File: config.mk
export PLATFORM = sky130hd
export DESIGN_NAME = mem_stage
export DESIGN_NICKNAME = d
export VERILOG_FILES = /design/src/source/mem_pkg.sv /design/src/source/load_extract.sv /design/src/source/mem_access_ctrl.sv /design/src/source/mem_result_mux.sv /design/src/source/mem_stage.sv /design/src/source/store_align.sv
export VERILOG_INCLUDE_DIRS = /design/src /design/src/include
export SDC_FILE = /design/constraint.sdc
export NUM_CORES = 1
export LEC_CHECK = 0
export ABC_AREA = 0
export ABC_CLOCK_PERIOD_IN_PS = 5500
export BUFFER_PORTS_ARGS = -buffer_cell sky130_fd_sc_hd__buf_2
export CAP_MARGIN = 25
export CORE_AREA = 2 2 259 261
export CTS_CLUSTER_DIAMETER = 120
export DETAILED_ROUTE_END_ITERATION = 6
export DIE_AREA = 0 0 261 263
export PLACE_DENSITY = 0.41
export SLEW_MARGIN = 25
export SYNTH_ARGS = -nofsm -noshare
export SYNTH_HDL_FRONTEND = slang
export SYNTH_SLANG_ARGS = --single-unit
export TNS_END_PERCENT = 20
File: constraint.sdc
create_clock -name clk -period 5.5 [get_ports clk]
set_input_delay 0.825 -clock clk [delete_from_list [all_inputs] [get_ports clk]]
set_output_delay 0.825 -clock clk [all_outputs]
set_load 0.01 [all_outputs]
File: src/include/mem_settings.svh
`ifndef MEM_SETTINGS_SVH
`define MEM_SETTINGS_SVH

// widths shared by the memory stage and its data bus

// register and data word width
`define MEM_XLEN 64

// byte address width on the data bus
`define MEM_ADDR_W 64

// one strobe bit per byte lane of a bus word
`define MEM_STRB_W 8

// instruction word width
`define MEM_INST_W 32

`endif

File: src/source/mem_pkg.sv
`include "mem_settings.svh"

package mem_pkg;

    // ~~~~~~~~~~~~~~~~~~~~~~~~~~~~~~~~~~~~~~~~
    // operation and access size
    // ~~~~~~~~~~~~~~~~~~~~~~~~~~~~~~~~~~~~~~~~

    typedef enum logic [3:0] {
        OP_ALU = 4'd0,
        OP_LB  = 4'd1,
        OP_LH  = 4'd2,
        OP_LW  = 4'd3,
        OP_LD  = 4'd4,
        OP_LBU = 4'd5,
        OP_LHU = 4'd6,
        OP_LWU = 4'd7,
        OP_SB  = 4'd8,
        OP_SH  = 4'd9,
        OP_SW  = 4'd10,
        OP_SD  = 4'd11
    } mem_op_e;

    typedef enum logic [1:0] {
        SIZE_BYTE   = 2'd0,
        SIZE_HALF   = 2'd1,
        SIZE_WORD   = 2'd2,
        SIZE_DOUBLE = 2'd3
    } mem_size_e;

    // ~~~~~~~~~~~~~~~~~~~~~~~~~~~~~~~~~~~~~~~~
    // instruction word, bits 11:7 are rd or imm[4:0]
    // ~~~~~~~~~~~~~~~~~~~~~~~~~~~~~~~~~~~~~~~~

    typedef struct packed {
        logic [11:0] imm;
        logic [4:0]  rs1;
        logic [2:0]  funct3;
        logic [4:0]  rd;
        logic [6:0]  opcode;
    } inst_i_t;

    typedef struct packed {
        logic [6:0] imm_hi;
        logic [4:0] rs2;
        logic [4:0] rs1;
        logic [2:0] funct3;
        logic [4:0] imm_lo;
        logic [6:0] opcode;
    } inst_s_t;

    typedef union packed {
        inst_i_t i_fmt;
        inst_s_t s_fmt;
    } inst_u;

    // ~~~~~~~~~~~~~~~~~~~~~~~~~~~~~~~~~~~~~~~~
    // data bus
    // ~~~~~~~~~~~~~~~~~~~~~~~~~~~~~~~~~~~~~~~~

    typedef struct packed {
        logic                     valid;
        logic [`MEM_ADDR_W-1:0]   addr;
        mem_size_e                size;
        logic [`MEM_STRB_W-1:0]   strobe;
        logic [`MEM_XLEN-1:0]     data;
    } dbus_req_t;

    typedef struct packed {
        logic                 addr_ok;
        logic                 data_ok;
        logic [`MEM_XLEN-1:0] data;
    } dbus_resp_t;

    // ~~~~~~~~~~~~~~~~~~~~~~~~~~~~~~~~~~~~~~~~
    // pipeline registers and forwarding
    // ~~~~~~~~~~~~~~~~~~~~~~~~~~~~~~~~~~~~~~~~

    typedef struct packed {
        logic                   valid;
        mem_op_e                op;
        inst_u                  inst;
        logic [`MEM_ADDR_W-1:0] inst_pc;
        logic [`MEM_XLEN-1:0]   alu_result;
        logic [`MEM_XLEN-1:0]   write_mem_data;
    } ex_mem_t;

    typedef struct packed {
        logic                   valid;
        inst_u                  inst;
        logic [`MEM_ADDR_W-1:0] inst_pc;
        logic [`MEM_XLEN-1:0]   value;
        logic                   reg_write;
    } mem_wb_t;

    typedef struct packed {
        logic                 reg_write_enable;
        logic [4:0]           reg_dest_addr;
        logic [`MEM_XLEN-1:0] reg_write_data;
    } reg_writer_t;

endpackage

File: src/source/load_extract.sv
`timescale 1ns/100ps
`include "mem_settings.svh"

module load_extract (
    input  mem_pkg::mem_op_e     op,
    input  logic [2:0]           addr_low,
    input  logic [`MEM_XLEN-1:0] bus_data,
    output logic [`MEM_XLEN-1:0] load_data
);

    logic [5:0]           bit_shift;
    logic [`MEM_XLEN-1:0] shifted;

    assign bit_shift = {addr_low, 3'b000};

    // the addressed byte ends up in lane 0
    assign shifted = bus_data >> bit_shift;

    // ~~~~~~~~~~~~~~~~~~~~~~~~~~~~~~~~~~~~~~~~
    // width and extension
    // ~~~~~~~~~~~~~~~~~~~~~~~~~~~~~~~~~~~~~~~~

    always_comb begin
        case (op)
            mem_pkg::OP_LB: begin
                load_data = {{56{shifted[7]}}, shifted[7:0]};
            end
            mem_pkg::OP_LH: begin
                load_data = {{48{shifted[15]}}, shifted[15:0]};
            end
            mem_pkg::OP_LW: begin
                load_data = {{32{shifted[31]}}, shifted[31:0]};
            end
            mem_pkg::OP_LBU: begin
                load_data = {56'd0, shifted[7:0]};
            end
            mem_pkg::OP_LHU: begin
                load_data = {48'd0, shifted[15:0]};
            end
            mem_pkg::OP_LWU: begin
                load_data = {32'd0, shifted[31:0]};
            end
            mem_pkg::OP_LD: begin
                load_data = shifted;
            end
            default: begin
                // not a load, the value is never selected
                load_data = '0;
            end
        endcase
    end

endmodule

File: src/source/mem_access_ctrl.sv
`timescale 1ns/100ps
`include "mem_settings.svh"

module mem_access_ctrl (
    input  logic                   clk,
    input  logic                   rst_n,
    input  mem_pkg::ex_mem_t       ex_mem_state,
    input  mem_pkg::dbus_resp_t    dresp,
    output logic                   req_valid,
    output logic [`MEM_ADDR_W-1:0] req_addr,
    output mem_pkg::mem_size_e     req_size,
    output logic                   is_load,
    output logic                   write,
    output logic                   ok
);

    typedef enum logic {
        REQ,
        WAIT_DATA
    } state_e;

    state_e state;
    state_e state_next;
    logic   is_store;
    logic   mem_access;

    // ~~~~~~~~~~~~~~~~~~~~~~~~~~~~~~~~~~~~~~~~
    // classify the operation
    // ~~~~~~~~~~~~~~~~~~~~~~~~~~~~~~~~~~~~~~~~

    always_comb begin
        is_load  = 1'b0;
        is_store = 1'b0;
        req_size = mem_pkg::SIZE_DOUBLE;
        case (ex_mem_state.op)
            mem_pkg::OP_LB,  mem_pkg::OP_LBU: begin
                is_load  = 1'b1;
                req_size = mem_pkg::SIZE_BYTE;
            end
            mem_pkg::OP_LH,  mem_pkg::OP_LHU: begin
                is_load  = 1'b1;
                req_size = mem_pkg::SIZE_HALF;
            end
            mem_pkg::OP_LW,  mem_pkg::OP_LWU: begin
                is_load  = 1'b1;
                req_size = mem_pkg::SIZE_WORD;
            end
            mem_pkg::OP_LD: is_load = 1'b1;
            mem_pkg::OP_SB: begin
                is_store = 1'b1;
                req_size = mem_pkg::SIZE_BYTE;
            end
            mem_pkg::OP_SH: begin
                is_store = 1'b1;
                req_size = mem_pkg::SIZE_HALF;
            end
            mem_pkg::OP_SW: begin
                is_store = 1'b1;
                req_size = mem_pkg::SIZE_WORD;
            end
            mem_pkg::OP_SD: is_store = 1'b1;
            default: ;
        endcase
    end

    assign mem_access = ex_mem_state.valid && (is_load || is_store);
    assign write      = ex_mem_state.valid && is_store;

    // upstream holds the entry while ok is low, so the address stays put
    assign req_addr = ex_mem_state.alu_result;

    // ~~~~~~~~~~~~~~~~~~~~~~~~~~~~~~~~~~~~~~~~
    // request and wait
    // ~~~~~~~~~~~~~~~~~~~~~~~~~~~~~~~~~~~~~~~~

    always_comb begin
        state_next = state;
        req_valid  = 1'b0;
        ok         = 1'b1;
        case (state)
            REQ: begin
                if (mem_access) begin
                    req_valid = 1'b1;
                    // accept and completion may land in the same cycle
                    ok = dresp.addr_ok && dresp.data_ok;
                    if (dresp.addr_ok && !dresp.data_ok) begin
                        state_next = WAIT_DATA;
                    end
                end
            end
            WAIT_DATA: begin
                ok = dresp.data_ok;
                if (dresp.data_ok) begin
                    state_next = REQ;
                end
            end
            default: state_next = REQ;
        endcase
    end

    always_ff @(posedge clk or negedge rst_n) begin
        if (!rst_n) begin
            state <= REQ;
        end else begin
            state <= state_next;
        end
    end

endmodule

File: src/source/mem_result_mux.sv
`timescale 1ns/100ps
`include "mem_settings.svh"

module mem_result_mux (
    input  mem_pkg::ex_mem_t     ex_mem_state,
    input  logic                 is_load,
    input  logic                 write,
    input  logic [`MEM_XLEN-1:0] load_data,
    output mem_pkg::mem_wb_t     mem_wb_state,
    output mem_pkg::reg_writer_t forward
);

    logic [4:0]           rd;
    logic [`MEM_XLEN-1:0] value;
    logic                 reg_write;

    // stores reuse bits 11:7 as immediate, so rd is only meaningful otherwise
    assign rd = ex_mem_state.inst.i_fmt.rd;

    assign value = is_load ? load_data : ex_mem_state.alu_result;

    // x0 is never written
    assign reg_write = ex_mem_state.valid && !write && (rd != 5'd0);

    // ~~~~~~~~~~~~~~~~~~~~~~~~~~~~~~~~~~~~~~~~
    // mem/wb register and forwarding record
    // ~~~~~~~~~~~~~~~~~~~~~~~~~~~~~~~~~~~~~~~~

    always_comb begin
        mem_wb_state.valid     = ex_mem_state.valid;
        mem_wb_state.inst      = ex_mem_state.inst;
        mem_wb_state.inst_pc   = ex_mem_state.inst_pc;
        mem_wb_state.value     = value;
        mem_wb_state.reg_write = reg_write;
    end

    always_comb begin
        forward.reg_write_enable = reg_write;
        forward.reg_dest_addr    = rd;
        forward.reg_write_data   = value;
    end

endmodule

File: src/source/mem_stage.sv
`timescale 1ns/100ps
`include "mem_settings.svh"

module mem_stage (
    input  logic                 clk,
    input  logic                 rst_n,
    input  mem_pkg::ex_mem_t     ex_mem_state,
    input  mem_pkg::dbus_resp_t  dresp,
    output mem_pkg::dbus_req_t   dreq,
    output mem_pkg::mem_wb_t     mem_wb_state,
    output mem_pkg::reg_writer_t forward,
    output logic                 ok
);

    logic                   req_valid;
    logic [`MEM_ADDR_W-1:0] req_addr;
    mem_pkg::mem_size_e     req_size;
    logic                   is_load;
    logic                   write;
    logic [2:0]             addr_low;
    logic [`MEM_STRB_W-1:0] strobe;
    logic [`MEM_XLEN-1:0]   store_data;
    logic [`MEM_XLEN-1:0]   load_data;

    // byte offset within the doubleword
    assign addr_low = ex_mem_state.alu_result[2:0];

    mem_access_ctrl ctrl0 (
        .clk          (clk),
        .rst_n        (rst_n),
        .ex_mem_state (ex_mem_state),
        .dresp        (dresp),
        .req_valid    (req_valid),
        .req_addr     (req_addr),
        .req_size     (req_size),
        .is_load      (is_load),
        .write        (write),
        .ok           (ok)
    );

    store_align store0 (
        .op             (ex_mem_state.op),
        .write          (write),
        .addr_low       (addr_low),
        .write_mem_data (ex_mem_state.write_mem_data),
        .strobe         (strobe),
        .data           (store_data)
    );

    load_extract load0 (
        .op        (ex_mem_state.op),
        .addr_low  (addr_low),
        .bus_data  (dresp.data),
        .load_data (load_data)
    );

    mem_result_mux result0 (
        .ex_mem_state (ex_mem_state),
        .is_load      (is_load),
        .write        (write),
        .load_data    (load_data),
        .mem_wb_state (mem_wb_state),
        .forward      (forward)
    );

    assign dreq = '{
        valid:  req_valid,
        addr:   req_addr,
        size:   req_size,
        strobe: strobe,
        data:   store_data
    };

endmodule

File: src/source/store_align.sv
`timescale 1ns/100ps
`include "mem_settings.svh"

module store_align (
    input  mem_pkg::mem_op_e       op,
    input  logic                   write,
    input  logic [2:0]             addr_low,
    input  logic [`MEM_XLEN-1:0]   write_mem_data,
    output logic [`MEM_STRB_W-1:0] strobe,
    output logic [`MEM_XLEN-1:0]   data
);

    logic [`MEM_STRB_W-1:0] size_mask;
    logic [5:0]             bit_shift;

    // byte offset turned into a bit offset
    assign bit_shift = {addr_low, 3'b000};

    // low bytes of the store data move up into the addressed lane
    assign data = write_mem_data << bit_shift;

    // ~~~~~~~~~~~~~~~~~~~~~~~~~~~~~~~~~~~~~~~~
    // byte strobes
    // ~~~~~~~~~~~~~~~~~~~~~~~~~~~~~~~~~~~~~~~~

    always_comb begin
        case (op)
            mem_pkg::OP_SB: size_mask = 8'h01;
            mem_pkg::OP_SH: size_mask = 8'h03;
            mem_pkg::OP_SW: size_mask = 8'h0f;
            mem_pkg::OP_SD: size_mask = 8'hff;
            default:        size_mask = 8'h00;
        endcase
    end

    always_comb begin
        if (write) begin
            strobe = size_mask << addr_low;
        end else begin
            // reads carry no strobes
            strobe = '0;
        end
    end

endmodule

# --- Yosys cells after proc, flatten, opt, wreduce, memory -nomap -nowiden ---
# Cells that the tools add are included.
totals:
  ff_bits: 1
  latch_bits: 0
  ramBits: 0
  romBits: 0
  inputBits: 297
  out_inout_bits: 372
  elab_cells: 46
  memories: 0
op_classes:
  add_sub_neg: 0
  n_mul: 0
  n_div: 0
  order_cmp: 0
  n_eq_ne: 11
  shifts: 3
  mux: 15
  bitwise: 1
  reduce_logical: 15
ops:
  columns: ["operator", "count"]
  rows:
  - ["$pmux 64 s7", 1]
  - ["$mux 64", 1]
  - ["$shl 64x6->64", 1]
  - ["$shr 64x6->64", 1]
  - ["$pmux 8 s4", 1]
  - ["$eq 4x3->1 const B", 4]
  - ["$eq 4x4->1 const B", 4]
  - ["$reduce_or 3->1", 3]
  - ["$eq 4x2->1 const B", 2]
  - ["$mux 1", 8]
  - ["$mux 8", 1]
  - ["$shl 8x3->8", 1]
  - ["$reduce_or 7->1", 1]
  - ["$logic_and 1x1->1", 6]
  - ["$pmux 2 s3", 1]
  - ["$reduce_bool 5->1", 1]
  - ["$eq 4x1->1 const B", 1]
  - ["$pmux 1 s2", 2]
  - ["$reduce_or 4->1", 1]
  - ["$logic_not 1->1", 2]
  - ["$logic_or 1x1->1", 1]
  - ["$not 1->1", 1]

# --- Depth between registers and ports, before layout ---
logic_depth:
  word_depth: 7
  mapped_depth: 10
  mapped_depth_nobuf: 5

# --- Modules after synthesis ---
# From an unflattened synthesis, not the netlist that was laid out.
unflattened:
  hier_cells: 907
  area_unflattened_um2: 7483.4
by_module_without_submodules:
  columns: ["mod", "n_inst", "cells_per_inst", "area_each_um2", "seq_area_each_um2"]
  rows:
  - ["mem_result_mux", 1, 243, 2358.5, 0.0]
  - ["load_extract", 1, 327, 2317.2, 0.0]
  - ["store_align", 1, 255, 2177.1, 0.0]
  - ["mem_access_ctrl", 1, 81, 623.1, 25.0]
  - ["mem_stage", 1, 1, 7.5, 0.0]

# --- Worst setup path after synthesis ---
# No wires, ideal clock.
synth_timing:
  kind: "input-to-output"
  start: "in ex_mem_state[224] (netlist name)"
  end: "out mem_wb_state[38] (netlist name)"
  arrival_time_ns: 2.574
  required_ns: 4.675
  slack_ns: 2.101
  path_stages: 7
  path_buffers: 3
  path_cell_list: "buf_2 or4b_1 nor2_1 buf_2 nand2_1 a31oi_1 buf_4"
synth_rtl:
  columns: ["item", "line", "source"]
  rows:
  - ["start: declaration", "mem_stage.sv:7", "input mem_pkg::ex_mem_t ex_mem_state,"]
  - ["end: declaration", "mem_stage.sv:10", "output mem_pkg::mem_wb_t mem_wb_state,"]

==> results by group <==
Synthesis
  – Largest family of logic cells by synthesized area: buffers and inverters
  – Syn nets: between 1000 and 1500
  – Yosys warnings: 0
  – Multiplexer share of the synthesized area: 0.247
  – Number of synthesized flops with an enable pin: 0
  – Top cells by area, synth: buf_4, mux2i_1, nor2_1
  – Async set or reset register ratio after synthesis: 1.00
  – Complex-gate fraction of the synthesized area: 0.219
  – Post-synth top area share: 0.285
  – Top FF cell, synth: dfrtp_1
  – Post-Syn Instances: approximately 950
  – Syn Std Cell Area: 0.00633 mm²
  – Syn avg cell area: about 6.7 µm²
  – Post-synthesis simple-gate area fraction: 0.193
  – Seq cells post-synth: 1
  – Count leader, synth: buf_4
  – Post-Synth XOR/XNOR Area: 0
  – Post-synth top cells: buf_4, nor2_1, mux2i_1, a21oi_1, nand2_1
  – Register area share after synthesis: 0.00395
  – Area share of fa/ha/maj cells after synthesis: 0
  – Cell taking the most area after synthesis: buf_4
  – Yosys cell types: 47

Setup path
  – Critical path arrival: 3410 ps
  – CP Cell Sequence: buf_6 > buf_4 > nor3b_4 > o2bb2ai_1 > o2111ai_1 > o211a_2 > buf_4 > a31oi_1 > buf_2
  – Crit-path leading delay family: buffers and inverters
  – Setup crit start kind: input pin
  – Slowest-stage cell, CP: o211a_2
  – Req. time, crit path: approximately 4700 ps
  – FF-to-FF setup slack: slightly below 5000 ps
  – WP buf/inv: 4
  – Largest stage delay, worst path: between 600 and 700 ps
  – Critical path class: in2out
  – R2R Path End: ctrl0.state
  – CP Depth: 9
  – Worst Setup EP: forward[53]
  – Worst r2r path cells: 2
  – Reg2reg start: ctrl0.state
  – Timing startpoint of the critical path: ex_mem_state[65]
  – Crit-path most repeated cell: buf_4
  – Crit end category: primary output
  – CP Max Fanout: 43

Min path
  – Hold Path Class: reg2reg

Timing
  – Max-slew headroom: 0.396
  – Final-report max-slew violation count: 0
  – RSZ-0062 raised after global routing: no
  – Setup ws final: 1270 ps
  – Slew @ Worst Pin: approximately 900 ps
  – Final setup skew: 0 ps
  – F_max: 236 MHz
  – Hold Vio Cnt, Final: 0
  – Final Setup Violations: 0
  – Total negative setup slack: 0 ps
  – Fin crit share: 0.770
  – Tmin final: between 4000 and 5000 ps

Die
  – Initial Util: 0.0965
  – Die Y: about 260 µm
  – Core area: roughly 0.066 mm²
  – Die area: between 0.06 and 0.07 mm²
  – Rows: 94
  – Die X: roughly 260 µm
  – # IOs: about 670

Global route
  – Vias in the first global route: between 7000 and 8000
  – First-pass GRT wire length: 56600 µm
  – Total GRT Usage: 0.116
  – Gr ovfl total: 0
  – Largest net degree at the start of global routing: a little over 100
  – Initial antenna violation count: 15

Cells and area
  – Largest register by flop count: ctrl0.state
  – Fillcell total: between 7000 and 8000
  – Max reg flops: 1
  – Area of the multi-input gates: between 0.004 and 0.005 mm²
  – Layout cells sized above 1: 0.500
  – Synth-to-layout area growth: 25.3%
  – Final instance area: just under 0.008 mm²
  – Register area: between 20 and 30 µm²
  – Top flop regs: ctrl0.state (1)
  – Nets: about 1400

Clock network
  – Post-cts sizing count: 0
  – Cts-stage hold buffer count: 0
  – Post-CTS setup buffers: 0
  – Clk_lat worst skew: 0 ps
  – Clock transition at the registers of the reported paths: 0 ps

Outcome
  – Status: complete, no violations

Route
  – Post-Route WL: approximately 43000 µm
  – Drt pass-1 iters: 5
  – Via count: roughly 7500
  – DR iter-0 viols: around 400
  – Vias per cell: between 3 and 4
  – DRC errors left: 0
  – Drt wl/cell: 21.4 µm
  – Antenna viol nets, final: 0

Placed design
  – Hpwl dp: ~37000 µm
  – # port buffers: 486
  – Placed instance area: 0.00793 mm²
  – Gp weighted congestion: around 0.76
  – Pre-CTS WS: 1150 ps

Pwr
  – P_leak: 3.76 nW
  – Final Power: ~0.00082 W
  – Pwr Density: 103 mW/mm²
  – Max VDD drop: 0.0000287 V

Run
  – Max-cap violations: 0
how the worst min path moves through the flow:
stage                     start           to  depth (start not counted)
floorplan           ctrl0.state  ctrl0.state                          2
global placement    ctrl0.state  ctrl0.state                          2
detailed placement  ctrl0.state  ctrl0.state                          2
CTS                 ctrl0.state  ctrl0.state                          2
global route        ctrl0.state  ctrl0.state                          2
finish              ctrl0.state  ctrl0.state                          2
report_power, final:
group	internal, W	switching [W]
combinational	0.000317	0.000496
clock	0.0000000000736	0
sequential	0.00000793	0.000000366
cell type report:
| type | count | area share |
|---|---|---|
| antenna | 3 | 0.000946 |
| inverter | 1 | 0.000473 |
| multi-input combinational | 640 | 0.529 |
| sequential | 1 | 0.00315 |
| tap | 864 | 0.136 |
| timing repair buffer | 507 | 0.330 |
placed cells by master (no fill, tap or decap), types with 2 or more instances in the layout:
cell and n:
a221o_1 3, o21ai_0 48, a31oi_1 40, o221ai_1 3, or2_2 4, a31oi_2 4
mux2_2 34, nor3_1 5, o2bb2ai_1 8, o22a_1 8, buf_2 483, buf_6 2
nand3_1 2, a2bb2oi_1 2, nor4_1 2, mux2i_1 100, o22ai_1 11, and2_1 8
nand2b_1 13, o21a_1 3, a21oi_2 6, a21oi_1 68, nor2_1 142, nor2b_1 21
nor2_2 3, nand2_1 66, buf_4 21, a211oi_1 10, diode_2 3, mux4_2 8
metal layers:
metal | part of all wire | up-vias | global-route usage | wire length [µm]
met2 | 0.53 | 500 | 0.228 | 22800
met4 | 0.023 | 8 | 0.0247 | 972
met1 | 0.37 | 3456 | 0.127 | 16200
li1 | - | 3476 | - | -
met3 | 0.074 | 62 | 0.0213 | 3180
met5 | 0.0013 | - | 0 | 57
through the flow:
stage / hold slack [ps] / utilization / instances
2_1_floorplan: 496 / - / 951
3_3_place_gp: 538 / 0.121 / 2013
3_5_place_dp: 547 / 0.121 / 2013
4_1_cts: 547 / 0.121 / 2013
5_1_grt: 583 / 0.121 / 2016
6_report: 533 / 0.121 / 2016
tightest hold or removal path, stage by stage (launching register included):
cell	delay [ps]
dfrtp_1	350
a21oi_1	50
nor2_1	80
kinds of logic (layout without fill, tap and decap cells):
kind of cell    count (synthesis)  in the layout
other cells                     0              3
simple gates                  276            276
flops                           1              1
mux                           142            142
buf+inv                       310            508
compound gates                222            222
No activity file was read; power rests on OpenSTA's default activity.
